===== src/verilog/mmc3_pkg.sv =====
/* Constants and register opcodes shared by all MMC3 blocks.
   Output addresses assume a 22-bit cartridge memory space split into PRG ROM, PRG RAM and CHR. */
package mmc3_pkg;

	// Bus widths
	localparam int OUT_ADDR_W = 22; // Cartridge memory address
	localparam int CPU_ADDR_W = 16; // CPU A15..A0
	localparam int PPU_ADDR_W = 14; // PPU A13..A0

	// Bank register widths
	localparam int PRG_BANK_W = 6; // 8 KB PRG page, up to 512 KB
	localparam int CHR_BANK_W = 8; // 1 KB CHR page, up to 256 KB

	// Fixed PRG pages, the last two of a full 512 KB ROM
	localparam logic [PRG_BANK_W-1:0] PRG_FIXED_LAST   = 6'd63; // Always at $E000
	localparam logic [PRG_BANK_W-1:0] PRG_FIXED_SECOND = 6'd62; // $C000 or $8000 by mode

	// Region bases placed above the page and offset bits
	localparam logic [2:0] PRG_ROM_BASE = 3'b000;         // PRG ROM at 0
	localparam logic [8:0] PRG_RAM_BASE = 9'b1_1110_0000; // 8 KB PRG RAM window
	localparam logic [2:0] CHR_ROM_BASE = 3'b100;         // CHR after PRG

	// Register targets, encoded as {A14, A13, A0} of a write to $8000-$FFFF
	typedef enum logic [2:0] {
		OP_BANK_SEL   = 3'b000, // $8000 even
		OP_BANK_DATA  = 3'b001, // $8001 odd
		OP_MIRROR     = 3'b010, // $A000 even
		OP_RAM_PROT   = 3'b011, // $A001 odd
		OP_IRQ_LATCH  = 3'b100, // $C000 even
		OP_IRQ_RELOAD = 3'b101, // $C001 odd
		OP_IRQ_DIS    = 3'b110, // $E000 even
		OP_IRQ_EN     = 3'b111  // $E001 odd
	} mmc3_reg_op_t;

	// The four IRQ opcodes share A14 high and A13 high/low, so
	// bit 2 of the opcode marks every write meant for the IRQ block.
	// Mapping registers only see opcodes with bit 2 low.

endpackage


===== src/verilog/mmc3_reg_file.sv =====
/* CPU write decoder and mapping registers. A write is taken when ce_i, cpu_wr_i and A15 are high.
   IRQ register writes are only decoded here and passed on as opcode and strobe. */
`timescale 1ns/10ps

module mmc3_reg_file
	import mmc3_pkg::*;
(
	input  logic                  clk,
	input  logic                  rst_n_i,
	input  logic                  ce_i,          // CPU clock enable
	input  logic                  cpu_wr_i,
	input  logic [CPU_ADDR_W-1:0] cpu_addr_i,
	input  logic [7:0]            cpu_data_i,
	output logic [PRG_BANK_W-1:0] prg_bank_0_o,  // R6
	output logic [PRG_BANK_W-1:0] prg_bank_1_o,  // R7
	output logic                  prg_mode_o,    // Swaps $8000 and $C000
	output logic [CHR_BANK_W-1:0] chr_bank_0_o,  // R0, 2 KB page
	output logic [CHR_BANK_W-1:0] chr_bank_1_o,  // R1, 2 KB page
	output logic [CHR_BANK_W-1:0] chr_bank_2_o,  // R2
	output logic [CHR_BANK_W-1:0] chr_bank_3_o,  // R3
	output logic [CHR_BANK_W-1:0] chr_bank_4_o,  // R4
	output logic [CHR_BANK_W-1:0] chr_bank_5_o,  // R5
	output logic                  chr_invert_o,  // A12 inversion
	output logic                  mirror_h_o,    // 1 = horizontal
	output logic                  ram_enable_o,
	output logic                  ram_protect_o,
	output logic                  irq_wr_o,      // One-cycle write strobe
	output mmc3_reg_op_t          reg_op_o
);

	logic       wr_en;    // Qualified register write
	logic [2:0] bank_sel; // Target of the next bank data write

	// Register decode
	assign wr_en    = ce_i && cpu_wr_i && cpu_addr_i[15];
	assign reg_op_o = mmc3_reg_op_t'({cpu_addr_i[14:13], cpu_addr_i[0]});
	assign irq_wr_o = wr_en; // IRQ block picks its own opcodes

	always_ff @(posedge clk) begin
		if (!rst_n_i) begin
			bank_sel      <= 3'd0;
			prg_mode_o    <= 1'b0;
			chr_invert_o  <= 1'b0;
			prg_bank_0_o  <= '0;
			prg_bank_1_o  <= '0;
			chr_bank_0_o  <= '0;
			chr_bank_1_o  <= '0;
			chr_bank_2_o  <= '0;
			chr_bank_3_o  <= '0;
			chr_bank_4_o  <= '0;
			chr_bank_5_o  <= '0;
			mirror_h_o    <= 1'b0; // Vertical out of reset
			ram_enable_o  <= 1'b0;
			ram_protect_o <= 1'b0;
		end else if (wr_en) begin
			case (reg_op_o)
				OP_BANK_SEL: begin
					chr_invert_o <= cpu_data_i[7];
					prg_mode_o   <= cpu_data_i[6];
					bank_sel     <= cpu_data_i[2:0];
				end
				OP_BANK_DATA: begin
					case (bank_sel)
						3'd0: chr_bank_0_o <= {1'b0, cpu_data_i[7:1]}; // 2 KB granularity
						3'd1: chr_bank_1_o <= {1'b0, cpu_data_i[7:1]};
						3'd2: chr_bank_2_o <= cpu_data_i;
						3'd3: chr_bank_3_o <= cpu_data_i;
						3'd4: chr_bank_4_o <= cpu_data_i;
						3'd5: chr_bank_5_o <= cpu_data_i;
						3'd6: prg_bank_0_o <= cpu_data_i[PRG_BANK_W-1:0]; // Upper bits dropped
						default: prg_bank_1_o <= cpu_data_i[PRG_BANK_W-1:0]; // R7
					endcase
				end
				OP_MIRROR: mirror_h_o <= cpu_data_i[0];
				OP_RAM_PROT: begin
					ram_enable_o  <= cpu_data_i[7];
					ram_protect_o <= cpu_data_i[6]; // Write protect only
				end
				default: ; // IRQ registers live in the IRQ block
			endcase
		end
	end

endmodule


===== src/verilog/mmc3_prg_map.sv =====
/* CPU address to PRG memory mapping, purely combinational.
   PRG RAM is a single 8 KB window at $6000-$7FFF; ROM writes are never allowed. */
`timescale 1ns/10ps

module mmc3_prg_map
	import mmc3_pkg::*;
(
	input  logic [CPU_ADDR_W-1:0] cpu_addr_i,
	input  logic                  cpu_wr_i,
	input  logic [PRG_BANK_W-1:0] prg_bank_0_i,  // R6
	input  logic [PRG_BANK_W-1:0] prg_bank_1_i,  // R7
	input  logic                  prg_mode_i,
	input  logic                  ram_enable_i,
	input  logic                  ram_protect_i,
	output logic [OUT_ADDR_W-1:0] prg_addr_o,
	output logic                  prg_allow_o
);

	logic [PRG_BANK_W-1:0] prg_page; // Selected 8 KB page
	logic                  ram_win;  // $6000-$7FFF
	logic                  ram_hit;  // RAM access granted
	logic                  rom_rd;   // ROM read at $8000 and up

	// Page select by slot A14:A13 and mode
	always_comb begin
		case (cpu_addr_i[14:13])
			2'b00: prg_page = prg_mode_i ? PRG_FIXED_SECOND : prg_bank_0_i; // $8000
			2'b01: prg_page = prg_bank_1_i;                                 // $A000
			2'b10: prg_page = prg_mode_i ? prg_bank_0_i : PRG_FIXED_SECOND; // $C000
			default: prg_page = PRG_FIXED_LAST;                             // $E000
		endcase
	end

	assign ram_win = (cpu_addr_i[15:13] == 3'b011);
	assign ram_hit = ram_win && ram_enable_i && !(ram_protect_i && cpu_wr_i);
	assign rom_rd  = cpu_addr_i[15] && !cpu_wr_i;

	// RAM window overrides the ROM address
	always_comb begin
		if (ram_hit)
			prg_addr_o = {PRG_RAM_BASE, cpu_addr_i[12:0]};
		else
			prg_addr_o = {PRG_ROM_BASE, prg_page, cpu_addr_i[12:0]};
	end

	assign prg_allow_o = rom_rd || ram_hit;

endmodule


===== src/verilog/mmc3_chr_map.sv =====
/* PPU address to CHR memory mapping and nametable control, purely combinational.
   Only two-screen mirroring is supported; vram_ce_o selects console VRAM for $2000 and up. */
`timescale 1ns/10ps

module mmc3_chr_map
	import mmc3_pkg::*;
(
	input  logic [PPU_ADDR_W-1:0] ppu_addr_i,
	input  logic [CHR_BANK_W-1:0] chr_bank_0_i,  // R0, 2 KB page
	input  logic [CHR_BANK_W-1:0] chr_bank_1_i,  // R1, 2 KB page
	input  logic [CHR_BANK_W-1:0] chr_bank_2_i,
	input  logic [CHR_BANK_W-1:0] chr_bank_3_i,
	input  logic [CHR_BANK_W-1:0] chr_bank_4_i,
	input  logic [CHR_BANK_W-1:0] chr_bank_5_i,
	input  logic                  chr_invert_i,
	input  logic                  mirror_h_i,
	input  logic                  chr_ram_i,     // Board has CHR RAM
	output logic [OUT_ADDR_W-1:0] chr_addr_o,
	output logic                  chr_allow_o,
	output logic                  vram_a10_o,
	output logic                  vram_ce_o
);

	logic                half_hi;  // Pattern half after inversion
	logic [CHR_BANK_W:0] chr_page; // 1 KB page number

	assign half_hi = ppu_addr_i[12] ^ chr_invert_i;

	always_comb begin
		if (!half_hi) begin
			// 2 KB pages, A10 picks the 1 KB half
			if (ppu_addr_i[11])
				chr_page = {chr_bank_1_i, ppu_addr_i[10]};
			else
				chr_page = {chr_bank_0_i, ppu_addr_i[10]};
		end else begin
			case (ppu_addr_i[11:10])
				2'b00: chr_page = {1'b0, chr_bank_2_i};
				2'b01: chr_page = {1'b0, chr_bank_3_i};
				2'b10: chr_page = {1'b0, chr_bank_4_i};
				default: chr_page = {1'b0, chr_bank_5_i};
			endcase
		end
	end

	assign chr_addr_o  = {CHR_ROM_BASE, chr_page, ppu_addr_i[9:0]};
	assign chr_allow_o = chr_ram_i;                                   // Writes only to RAM
	assign vram_a10_o  = mirror_h_i ? ppu_addr_i[11] : ppu_addr_i[10]; // H uses A11
	assign vram_ce_o   = ppu_addr_i[13];                              // Nametable space

endmodule


===== src/verilog/mmc3_scanline_irq.sv =====
/* Scanline counter clocked by filtered rising edges of PPU A12.
   A12 must stay low for A12_LOW_CYCLES enabled cycles before another rise counts. */
`timescale 1ns/10ps

module mmc3_scanline_irq
	import mmc3_pkg::*;
#(
	parameter int A12_LOW_CYCLES = 16,   // Low time before a rise counts
	parameter bit OLD_IRQ_MODE   = 1'b0  // Alternate revision
) (
	input  logic         clk,
	input  logic         rst_n_i,
	input  logic         ce_i,
	input  logic         ppu_a12_i,
	input  logic         irq_wr_i,
	input  mmc3_reg_op_t reg_op_i,
	input  logic [7:0]   cpu_data_i,
	output logic         irq_o
);

	localparam int FILT_W = (A12_LOW_CYCLES > 1) ? $clog2(A12_LOW_CYCLES) : 1;
	localparam logic [FILT_W-1:0] FILT_LOAD = FILT_W'(A12_LOW_CYCLES - 1);

	logic [FILT_W-1:0] filt_cnt;    // Low-time filter
	logic [7:0]        irq_latch;   // Reload value
	logic [7:0]        irq_count;   // Scanline counter
	logic [7:0]        next_count;
	logic              reload_pend; // Reload on next clock
	logic              irq_en;
	logic              cnt_clk;     // Qualified A12 rise
	logic              irq_set;

	assign cnt_clk    = ce_i && ppu_a12_i && (filt_cnt == '0);
	assign next_count = (irq_count == 8'd0 || reload_pend) ? irq_latch : irq_count - 8'd1;
	// Old revision fires only on a decrement to zero or a reload of zero
	assign irq_set = (next_count == 8'd0) && irq_en &&
		(!OLD_IRQ_MODE || irq_count != 8'd0 || reload_pend);

	always_ff @(posedge clk) begin
		if (!rst_n_i) begin
			filt_cnt    <= '0;
			irq_latch   <= 8'd0;
			irq_count   <= 8'd0;
			reload_pend <= 1'b0;
			irq_en      <= 1'b0;
			irq_o       <= 1'b0;
		end else begin
			if (ce_i) begin
				if (ppu_a12_i)
					filt_cnt <= FILT_LOAD; // Rearm while A12 high
				else if (filt_cnt != '0)
					filt_cnt <= filt_cnt - 1'b1;
			end
			if (cnt_clk) begin
				irq_count   <= next_count;
				reload_pend <= 1'b0;
				if (irq_set)
					irq_o <= 1'b1; // Held until disabled
			end
			// CPU writes after the counter so they win on the same edge
			if (irq_wr_i) begin
				case (reg_op_i)
					OP_IRQ_LATCH: irq_latch <= cpu_data_i;
					OP_IRQ_RELOAD: reload_pend <= 1'b1;
					OP_IRQ_DIS: begin
						irq_en <= 1'b0;
						irq_o  <= 1'b0; // Also acknowledges
					end
					OP_IRQ_EN: irq_en <= 1'b1;
					default: ; // Mapping registers
				endcase
			end
		end
	end

endmodule


===== src/verilog/mmc3_mapper.sv =====
/* MMC3 mapper top, iNES mapper 4. Writes are taken on clk edges with ce_i and cpu_wr_i high.
   Mapping outputs are combinational from the address inputs; there is no back-pressure. */
`timescale 1ns/10ps

module mmc3_mapper
	import mmc3_pkg::*;
#(
	parameter int A12_LOW_CYCLES = 16,
	parameter bit OLD_IRQ_MODE   = 1'b0
) (
	input  logic                  clk,
	input  logic                  rst_n_i,
	input  logic                  ce_i,        // CPU clock enable
	input  logic [CPU_ADDR_W-1:0] cpu_addr_i,
	input  logic [7:0]            cpu_data_i,
	input  logic                  cpu_wr_i,
	input  logic [PPU_ADDR_W-1:0] ppu_addr_i,
	input  logic                  chr_ram_i,   // Board fitted with CHR RAM
	output logic [OUT_ADDR_W-1:0] prg_addr_o,
	output logic                  prg_allow_o,
	output logic [OUT_ADDR_W-1:0] chr_addr_o,
	output logic                  chr_allow_o,
	output logic                  vram_a10_o,
	output logic                  vram_ce_o,
	output logic                  irq_o
);

	logic [PRG_BANK_W-1:0] prg_bank_0, prg_bank_1;
	logic [CHR_BANK_W-1:0] chr_bank_0, chr_bank_1, chr_bank_2;
	logic [CHR_BANK_W-1:0] chr_bank_3, chr_bank_4, chr_bank_5;
	logic                  prg_mode, chr_invert, mirror_h;
	logic                  ram_enable, ram_protect;
	logic                  irq_wr;
	mmc3_reg_op_t          reg_op;

	mmc3_reg_file i_reg_file (
		.clk(clk), .rst_n_i(rst_n_i), .ce_i(ce_i), .cpu_wr_i(cpu_wr_i),
		.cpu_addr_i(cpu_addr_i), .cpu_data_i(cpu_data_i),
		.prg_bank_0_o(prg_bank_0), .prg_bank_1_o(prg_bank_1), .prg_mode_o(prg_mode),
		.chr_bank_0_o(chr_bank_0), .chr_bank_1_o(chr_bank_1), .chr_bank_2_o(chr_bank_2),
		.chr_bank_3_o(chr_bank_3), .chr_bank_4_o(chr_bank_4), .chr_bank_5_o(chr_bank_5),
		.chr_invert_o(chr_invert), .mirror_h_o(mirror_h),
		.ram_enable_o(ram_enable), .ram_protect_o(ram_protect),
		.irq_wr_o(irq_wr), .reg_op_o(reg_op)
	);

	mmc3_prg_map i_prg_map (
		.cpu_addr_i(cpu_addr_i), .cpu_wr_i(cpu_wr_i),
		.prg_bank_0_i(prg_bank_0), .prg_bank_1_i(prg_bank_1), .prg_mode_i(prg_mode),
		.ram_enable_i(ram_enable), .ram_protect_i(ram_protect),
		.prg_addr_o(prg_addr_o), .prg_allow_o(prg_allow_o)
	);

	mmc3_chr_map i_chr_map (
		.ppu_addr_i(ppu_addr_i),
		.chr_bank_0_i(chr_bank_0), .chr_bank_1_i(chr_bank_1), .chr_bank_2_i(chr_bank_2),
		.chr_bank_3_i(chr_bank_3), .chr_bank_4_i(chr_bank_4), .chr_bank_5_i(chr_bank_5),
		.chr_invert_i(chr_invert), .mirror_h_i(mirror_h), .chr_ram_i(chr_ram_i),
		.chr_addr_o(chr_addr_o), .chr_allow_o(chr_allow_o),
		.vram_a10_o(vram_a10_o), .vram_ce_o(vram_ce_o)
	);

	// Counter watches raw PPU A12, before any CHR inversion
	mmc3_scanline_irq #(
		.A12_LOW_CYCLES(A12_LOW_CYCLES),
		.OLD_IRQ_MODE(OLD_IRQ_MODE)
	) i_scanline_irq (
		.clk(clk), .rst_n_i(rst_n_i), .ce_i(ce_i), .ppu_a12_i(ppu_addr_i[12]),
		.irq_wr_i(irq_wr), .reg_op_i(reg_op), .cpu_data_i(cpu_data_i), .irq_o(irq_o)
	);

endmodule


===== config.mk =====
export PLATFORM = sky130hd
export DESIGN_NAME = mmc3_mapper
export DESIGN_NICKNAME = d
export VERILOG_FILES = /design/src/verilog/mmc3_pkg.sv /design/src/verilog/mmc3_reg_file.sv /design/src/verilog/mmc3_prg_map.sv /design/src/verilog/mmc3_chr_map.sv /design/src/verilog/mmc3_scanline_irq.sv /design/src/verilog/mmc3_mapper.sv
export SDC_FILE = /design/constraint.sdc
export NUM_CORES = 1
export LEC_CHECK = 0
export ABC_CLOCK_PERIOD_IN_PS = 3600
export BUFFER_PORTS_ARGS = -buffer_cell sky130_fd_sc_hd__buf_2
export CORE_MARGIN = 2
export CORE_UTILIZATION = 59
export DETAILED_ROUTE_END_ITERATION = 8
export GPL_TIMING_DRIVEN = 0
export PLACE_DENSITY = 0.89
export SLEW_MARGIN = 20
export SYNTH_ARGS = -nofsm -noshare
export SYNTH_HDL_FRONTEND = slang
export SYNTH_SLANG_ARGS = --single-unit

===== constraint.sdc =====
create_clock -name clk -period 3.6 [get_ports clk]
set_input_delay 0 -clock clk [delete_from_list [all_inputs] [get_ports clk]]
set_output_delay 0 -clock clk [all_outputs]
set_load 0.02 [all_outputs]

# ---- After elaboration in Yosys (flattened, before gate mapping)
# Cells that the tools add are included.
dict set report totals {
  out_inout_bits 49
  ff_bits 89
  wordCells 99
}
dict set report op_classes {
  addsub 2
  bitwise 2
  reduce_logical 38
  n_mux 19
  n_eq_ne 18
}
# operator n
set op_table {}
lappend op_table {{8-bit case mux with 3 select lines} 1}
lappend op_table {{3-bit AND reduction} 8}
lappend op_table {{22-bit two-way mux} 1}
lappend op_table {{3-bit equality test, second input constant} 7}
lappend op_table {{6-bit case mux with 3 select lines} 1}
lappend op_table {{8-bit logical NOT} 2}
lappend op_table {{8-bit two-way mux} 2}
lappend op_table {{3-bit by 2-bit equality test with 1-bit output, second input constant} 5}
lappend op_table {{6-bit two-way mux} 2}
lappend op_table {{2-bit AND reduction} 6}
lappend op_table {{1-bit logical AND} 9}
lappend op_table {{9-bit two-way mux} 1}
lappend op_table {{1-bit two-way mux} 8}
lappend op_table {{4-bit two-way mux} 2}
lappend op_table {{8-bit by 1-bit subtractor with 8-bit output, second input constant} 1}
lappend op_table {{7-bit OR reduction} 1}
lappend op_table {{3-bit by 1-bit equality test with 1-bit output, second input constant} 2}
lappend op_table {{3-bit logical NOT} 2}
lappend op_table {{2-bit by 1-bit equality test with 1-bit output, second input constant} 2}
lappend op_table {{2-bit equality test, second input constant} 2}
lappend op_table {{2-bit logical NOT} 2}
lappend op_table {{4-bit logical NOT} 1}
lappend op_table {{2-bit nonzero test} 2}
lappend op_table {{4-bit nonzero test} 1}
lappend op_table {{6 further kinds} 8}

# ---- Depth between registers and ports, before layout
dict set report logic_depth {
  word_depth 9
  mapped_depth 8
}

# ---- By module
# A second synthesis with hierarchy kept.
dict set report hier_totals {
  hier_cells 540
  area_unflattened_um2 4834.6
}
# mod cells_per_inst seq_area_each_um2 n_inst area_per_inst_um2
set by_module_without_submodules {}
lappend by_module_without_submodules {mmc3_reg_file 255 1321.3 1 2695.1}
lappend by_module_without_submodules {mmc3_scanline_irq 150 460.4 1 1218.7}
lappend by_module_without_submodules {mmc3_chr_map 84 0.0 1 569.3}
lappend by_module_without_submodules {mmc3_prg_map 51 0.0 1 351.6}

# ---- Least setup slack after synthesis
# Ideal clock, no wire load.
dict set report synth_path {
  path_type {register -> register}
  from {register i_scanline_irq.irq_count[0]}
  to {register i_scanline_irq.irq_count[2]}
  path_slack_ns 1.761
  t_required_ns 3.472
  arrival_ns 1.711
  path_stages_with_launch 8
  cell_sequence {dfxtp_1 -> inv_1 -> ha_1 -> nor3b_2 -> a21oi_2 -> mux2_2 -> a22oi_1 -> nor2_1}
}
dict set report synth_between {
  elab_chain_len 3
  elab_cells_between_ends 4
}
# element line
set synth_lines {}
lappend synth_lines {{from (decl)} mmc3_scanline_irq.sv:26} ;# logic [7:0] irq_count;
lappend synth_lines {{from (signal assigned)} mmc3_scanline_irq.sv:55} ;# irq_count <= next_count;
lappend synth_lines {{parallel branches: the longest is 2 deep, another holds 8-bit by 1-bit subtractor with 8-bit output} --}
lappend synth_lines {{8-bit two-way mux *} mmc3_scanline_irq.sv:34} ;# assign next_count = (irq_count == 8'd0 || reload_pend) ? irq_latch : irq_count - 8'd1;
# Every way passes the cells marked *.
# A chain may end at the register's enable or synchronous reset.

# ---- Worst setup path after layout
dict set report layout_path {
  from {register i_scanline_irq.irq_count[0]}
  to {register i_scanline_irq.irq_o}
}
dict set report layout_between {
  elab_chain_len 9
  elab_cells_between_ends 10
}
# element line
set layout_lines {}
lappend layout_lines {{parallel branches: the longest is 2 deep, another holds 8-bit by 1-bit subtractor with 8-bit output} --}
lappend layout_lines {{8-bit two-way mux *} mmc3_scanline_irq.sv:34}
lappend layout_lines {{8-bit logical NOT *} mmc3_scanline_irq.sv:36} ;# assign irq_set = (next_count == 8'd0) && irq_en &&
lappend layout_lines {{1-bit logical AND *} mmc3_scanline_irq.sv:36}
lappend layout_lines {{1-bit two-way mux *} mmc3_scanline_irq.sv:57} ;# if (irq_set)
lappend layout_lines {{1-bit two-way mux *} mmc3_scanline_irq.sv:54} ;# if (cnt_clk) begin
lappend layout_lines {{1-bit two-way mux} mmc3_scanline_irq.sv:62} ;# case (reg_op_i)
lappend layout_lines {{1-bit two-way mux *} mmc3_scanline_irq.sv:61} ;# if (irq_wr_i) begin
lappend layout_lines {{to (signal assigned)} mmc3_scanline_irq.sv:46} ;# irq_o <= 1'b0;
lappend layout_lines {{to (signal assigned)} mmc3_scanline_irq.sv:58} ;# irq_o <= 1'b1;
lappend layout_lines {{to (signal assigned)} mmc3_scanline_irq.sv:67} ;# irq_o <= 1'b0;
lappend layout_lines {{to (decl)} mmc3_scanline_irq.sv:18} ;# output logic irq_o
# Marked as above.

==> flow_summary.ini <==
[outcome]
status = completed

[critical_path]
required_ns = 3.92
worstPathMaxFanout = 7
r2r_slack_ns = 1.45
r2r-end = i_scanline_irq.irq_o
worstPathArrival_ns = 2.46
worstSetupPathType = reg -> reg
worst_setup_path_start_kind = flip-flop
cp-end-kind = flip-flop
ff2ff_path_depth = 7
r2r_start = i_scanline_irq.irq_count[0]

[logic_synthesis]
synth_fa_ha_area_share_pct = 1.12
synth_xor_area_share_pct = 0.784
syn_area_sq_mm = 0.00447
synth_most_common_cell = nor2_1
ys_seq_area_share_pct = 39.9
synthArstFlopShare_pct = 0
synth_top_family_by_area = multiplexers
synth_compound_area_share_pct = 7.70
synthCells = 487
ys_top_cells_by_area = dfxtp_1 (40%), mux2i_1 (18%), nor2_1 (8.4%)
yosysTopAreaCell = dfxtp_1
ys_seq_elements = 89
synth_edf_count = 0
ys_types = 55
synth_top_area_share_pct = 39.9
synthFlopType = dfxtp_1
yosys.area_share.simple_pct = 18.8
avgSynthCellArea_sq_um = 9.18
synthMuxAreaShare_pct = 22.6
yosys_warnings = 0
synthTopCellsByCount = nor2_1 (100), dfxtp_1 (89), mux2i_1 (82)

[floorplanning]
die_h_um = 91.0
rows = 31
die_w_um = 91.0
ios = 92
coreArea_sq_mm = 0.00729
die-area_sq_mm = 0.00829
initial_core_util_pct = 61.3

[detailed_routing]
via_per_inst = 5.65
dr.pass1.iters = 5
drtAntennaViolNets = 0
drt-total-wl_um = 10500
via_count = 3713
drc = 0
drt_iter0_markers = 211
wl_per_cell_um = 16.0

[flow_run]
maxCapViolCount = 0

[timing]
fin_crit_ns = 2.15
max_slew_margin_pct = 54.1
rsz0062_at_grt = false
finalSetupTns_ns = 0
tightest_slew_ns = 0.689
finalSetupViolations = 0
drv_slew = 0
hold_viol = 0
fin_crit_sh_pct = 59.6
finalClockSkew_ns = 0.0108
fmax_mhz = 466
worst_slack_ns = 1.45

[final_layout]
layout.nets = 600
area_delta_synth_final_pct = 14.1
antenna_cells_inserted = 0
design_area_sq_mm = 0.00510
seq_area_sq_mm = 0.00178
fin_cells = 657
fillers = 600
multiInputGateArea_sq_mm = 0.00230
final_layout_size_suffix_gt1_share_pct = 23.5

[cts]
cts_tree = done
cts_resized = 0
clock_sinks = 89
clock_latency_ns = 0.37
htreeDepth = 3
cts_hold_buf = 1
cts_buffers = 9
clock-root-buffer = clkbuf_8
postCtsSetupRepairBufs = 0
clock_path_buffers = 2
cts.clk_slew.worst_paths_ns = 0.09

[worst_hold_path]
min_path_type = in -> reg
worstHoldStart = cpu_addr_i[14]
hold-path-endpoint = i_scanline_irq.irq_en
min_path_cells = 3

[global_route]
grt_first_pass_wirelength_um = 17200
grt_usage_pct = 26.0
grt_max_degree = 17
first_global_vias = 3535
grt_remaining_overflow = 0
antenna_found_initial = 0

[pwr]
p_leak_nw = 2.24
total_power_w = 0.00203
p_per_area_mw_per_mm2 = 397
ir_worst_vdd_uv = 306

[placement]
routabilityCongestion = 0.908
port-buffer-count = 52
dpl_cell_area_sq_mm = 0.00486
preCtsSetupSlack_ns = 1.52
hpwl_um = 7490
post-place-cells = 640
-- critical path, cell delays in order (launching register included) --
cell       delay [ns]
dfxtp_1          0.39
inv_1            0.13
ha_1             0.20
nor3b_2          0.36
a21o_1           0.25
nand3_1          0.12
a2111oi_0        0.45
a2bb2o_1         0.20
-- registers in the layout, summed over array words and instances (netlist names) --
name and flops:
i_reg_file.chr_bank_2_o 8, i_reg_file.chr_bank_3_o 8, i_reg_file.chr_bank_4_o 8, i_reg_file.chr_bank_5_o 8
i_scanline_irq.irq_count 8, i_scanline_irq.irq_latch 8, i_reg_file.chr_bank_0_o 7, i_reg_file.chr_bank_1_o 7
i_reg_file.prg_bank_0_o 6, i_reg_file.prg_bank_1_o 6, i_scanline_irq.filt_cnt 4, i_reg_file.bank_sel 3
i_reg_file.chr_invert_o 1, i_reg_file.mirror_h_o 1, i_reg_file.prg_mode_o 1, i_reg_file.ram_enable_o 1
i_reg_file.ram_protect_o 1, i_scanline_irq.irq_en 1, i_scanline_irq.irq_o 1, i_scanline_irq.reload_pend 1
-- cell families (layout without fill, tap and decap cells) --
family	Yosys count	count (layout)
xor gates and xnor gates	4	4
buffers and inverters	73	142
adders and majority gates	4	4
AOI/OAI and AO/OA	52	52
other	2	4
DFF	89	89
muxes	92	92
and+or+nand+nor	171	171
-- worst max path at each step --
stage,from,to,cells past startpoint,slack (ns)
final,i_scanline_irq.irq_count[0],i_scanline_irq.irq_o,7,1.45
after global routing,i_scanline_irq.irq_count[0],i_scanline_irq.irq_o,7,1.26
after CTS,i_scanline_irq.irq_count[0],i_scanline_irq.irq_o,7,1.47
after detailed placement,i_scanline_irq.irq_count[0],i_scanline_irq.irq_count[2],7,1.52
after global placement,i_scanline_irq.irq_count[0],i_scanline_irq.irq_count[2],7,1.52
after floorplan,i_scanline_irq.irq_count[0],i_scanline_irq.irq_count[2],7,1.76
-- placed cells by master (no fill, tap or decap), types with 2 or more instances in the layout --
cell,instances
nor2_1,100
dfxtp_1,89
mux2i_1,82
buf_2,57
buf_4,32
clkbuf_1,22
nand2_1,20
o21ai_0,14
inv_1,12
a21oi_1,12
nand3_1,11
nor3_1,11
clkbuf_8,9
mux4_2,7
ha_1,4
conb_1,4
clkinv_4,4
a31oi_1,3
mux2_2,3
and3_1,3
nor2b_1,3
a211oi_1,3
nor3_4,3
nor4_1,3
xor2_1,2
buf_1,2
o221a_2,2
nand4b_1,2
o21bai_1,2
a21o_1,2
o211ai_1,2
xnor2_1,2
and4_1,2
a22oi_1,2
bufinv_16,2
-- area by class of cell --
| type | instances | area share, % |
|---|---|---|
| clock buffer | 9 | 2.43 |
| clock inverter | 7 | 2.04 |
| timing repair buffer | 53 | 5.30 |
| buffer | 61 | 6.97 |
| multi-input combinational | 327 | 45.0 |
| sequential | 89 | 34.9 |
| tap | 99 | 2.43 |
| inverter | 12 | 0.883 |
-- routing by layer --
metal | routed length [um] | track usage (%) | part of all wire, %
met3 | 602 | 4.65 | 5.7
met5 | 0 | 0 | 0
met4 | 254 | 12.8 | 2.4
met2 | 5170 | 43.8 | 49
met1 | 4460 | 32.2 | 43
-- where the power goes --
part	internal [W]	total [W]	leakage (nW)	switching, W
combinational	0.0000960	0.000252	1.41	0.000156
sequential	0.000994	0.00100	0.718	0.00000950
clock	0.000398	0.000772	0.114	0.000374
total	0.00149	0.00203	2.24	0.000539
-- per-stage QoR --
| stage | hold slack (ns) | utilization [%] |
|---|---|---|
| 2_1_floorplan | 0.113 | - |
| 3_3_place_gp | 0.218 | 66.7 |
| 3_5_place_dp | 0.218 | 66.7 |
| 4_1_cts | 0.00362 | 69.9 |
| 5_1_grt | 0.0143 | 69.9 |
| 6_report | 0.0195 | 69.9 |
Note: power is estimated with default switching activity, not from simulation.
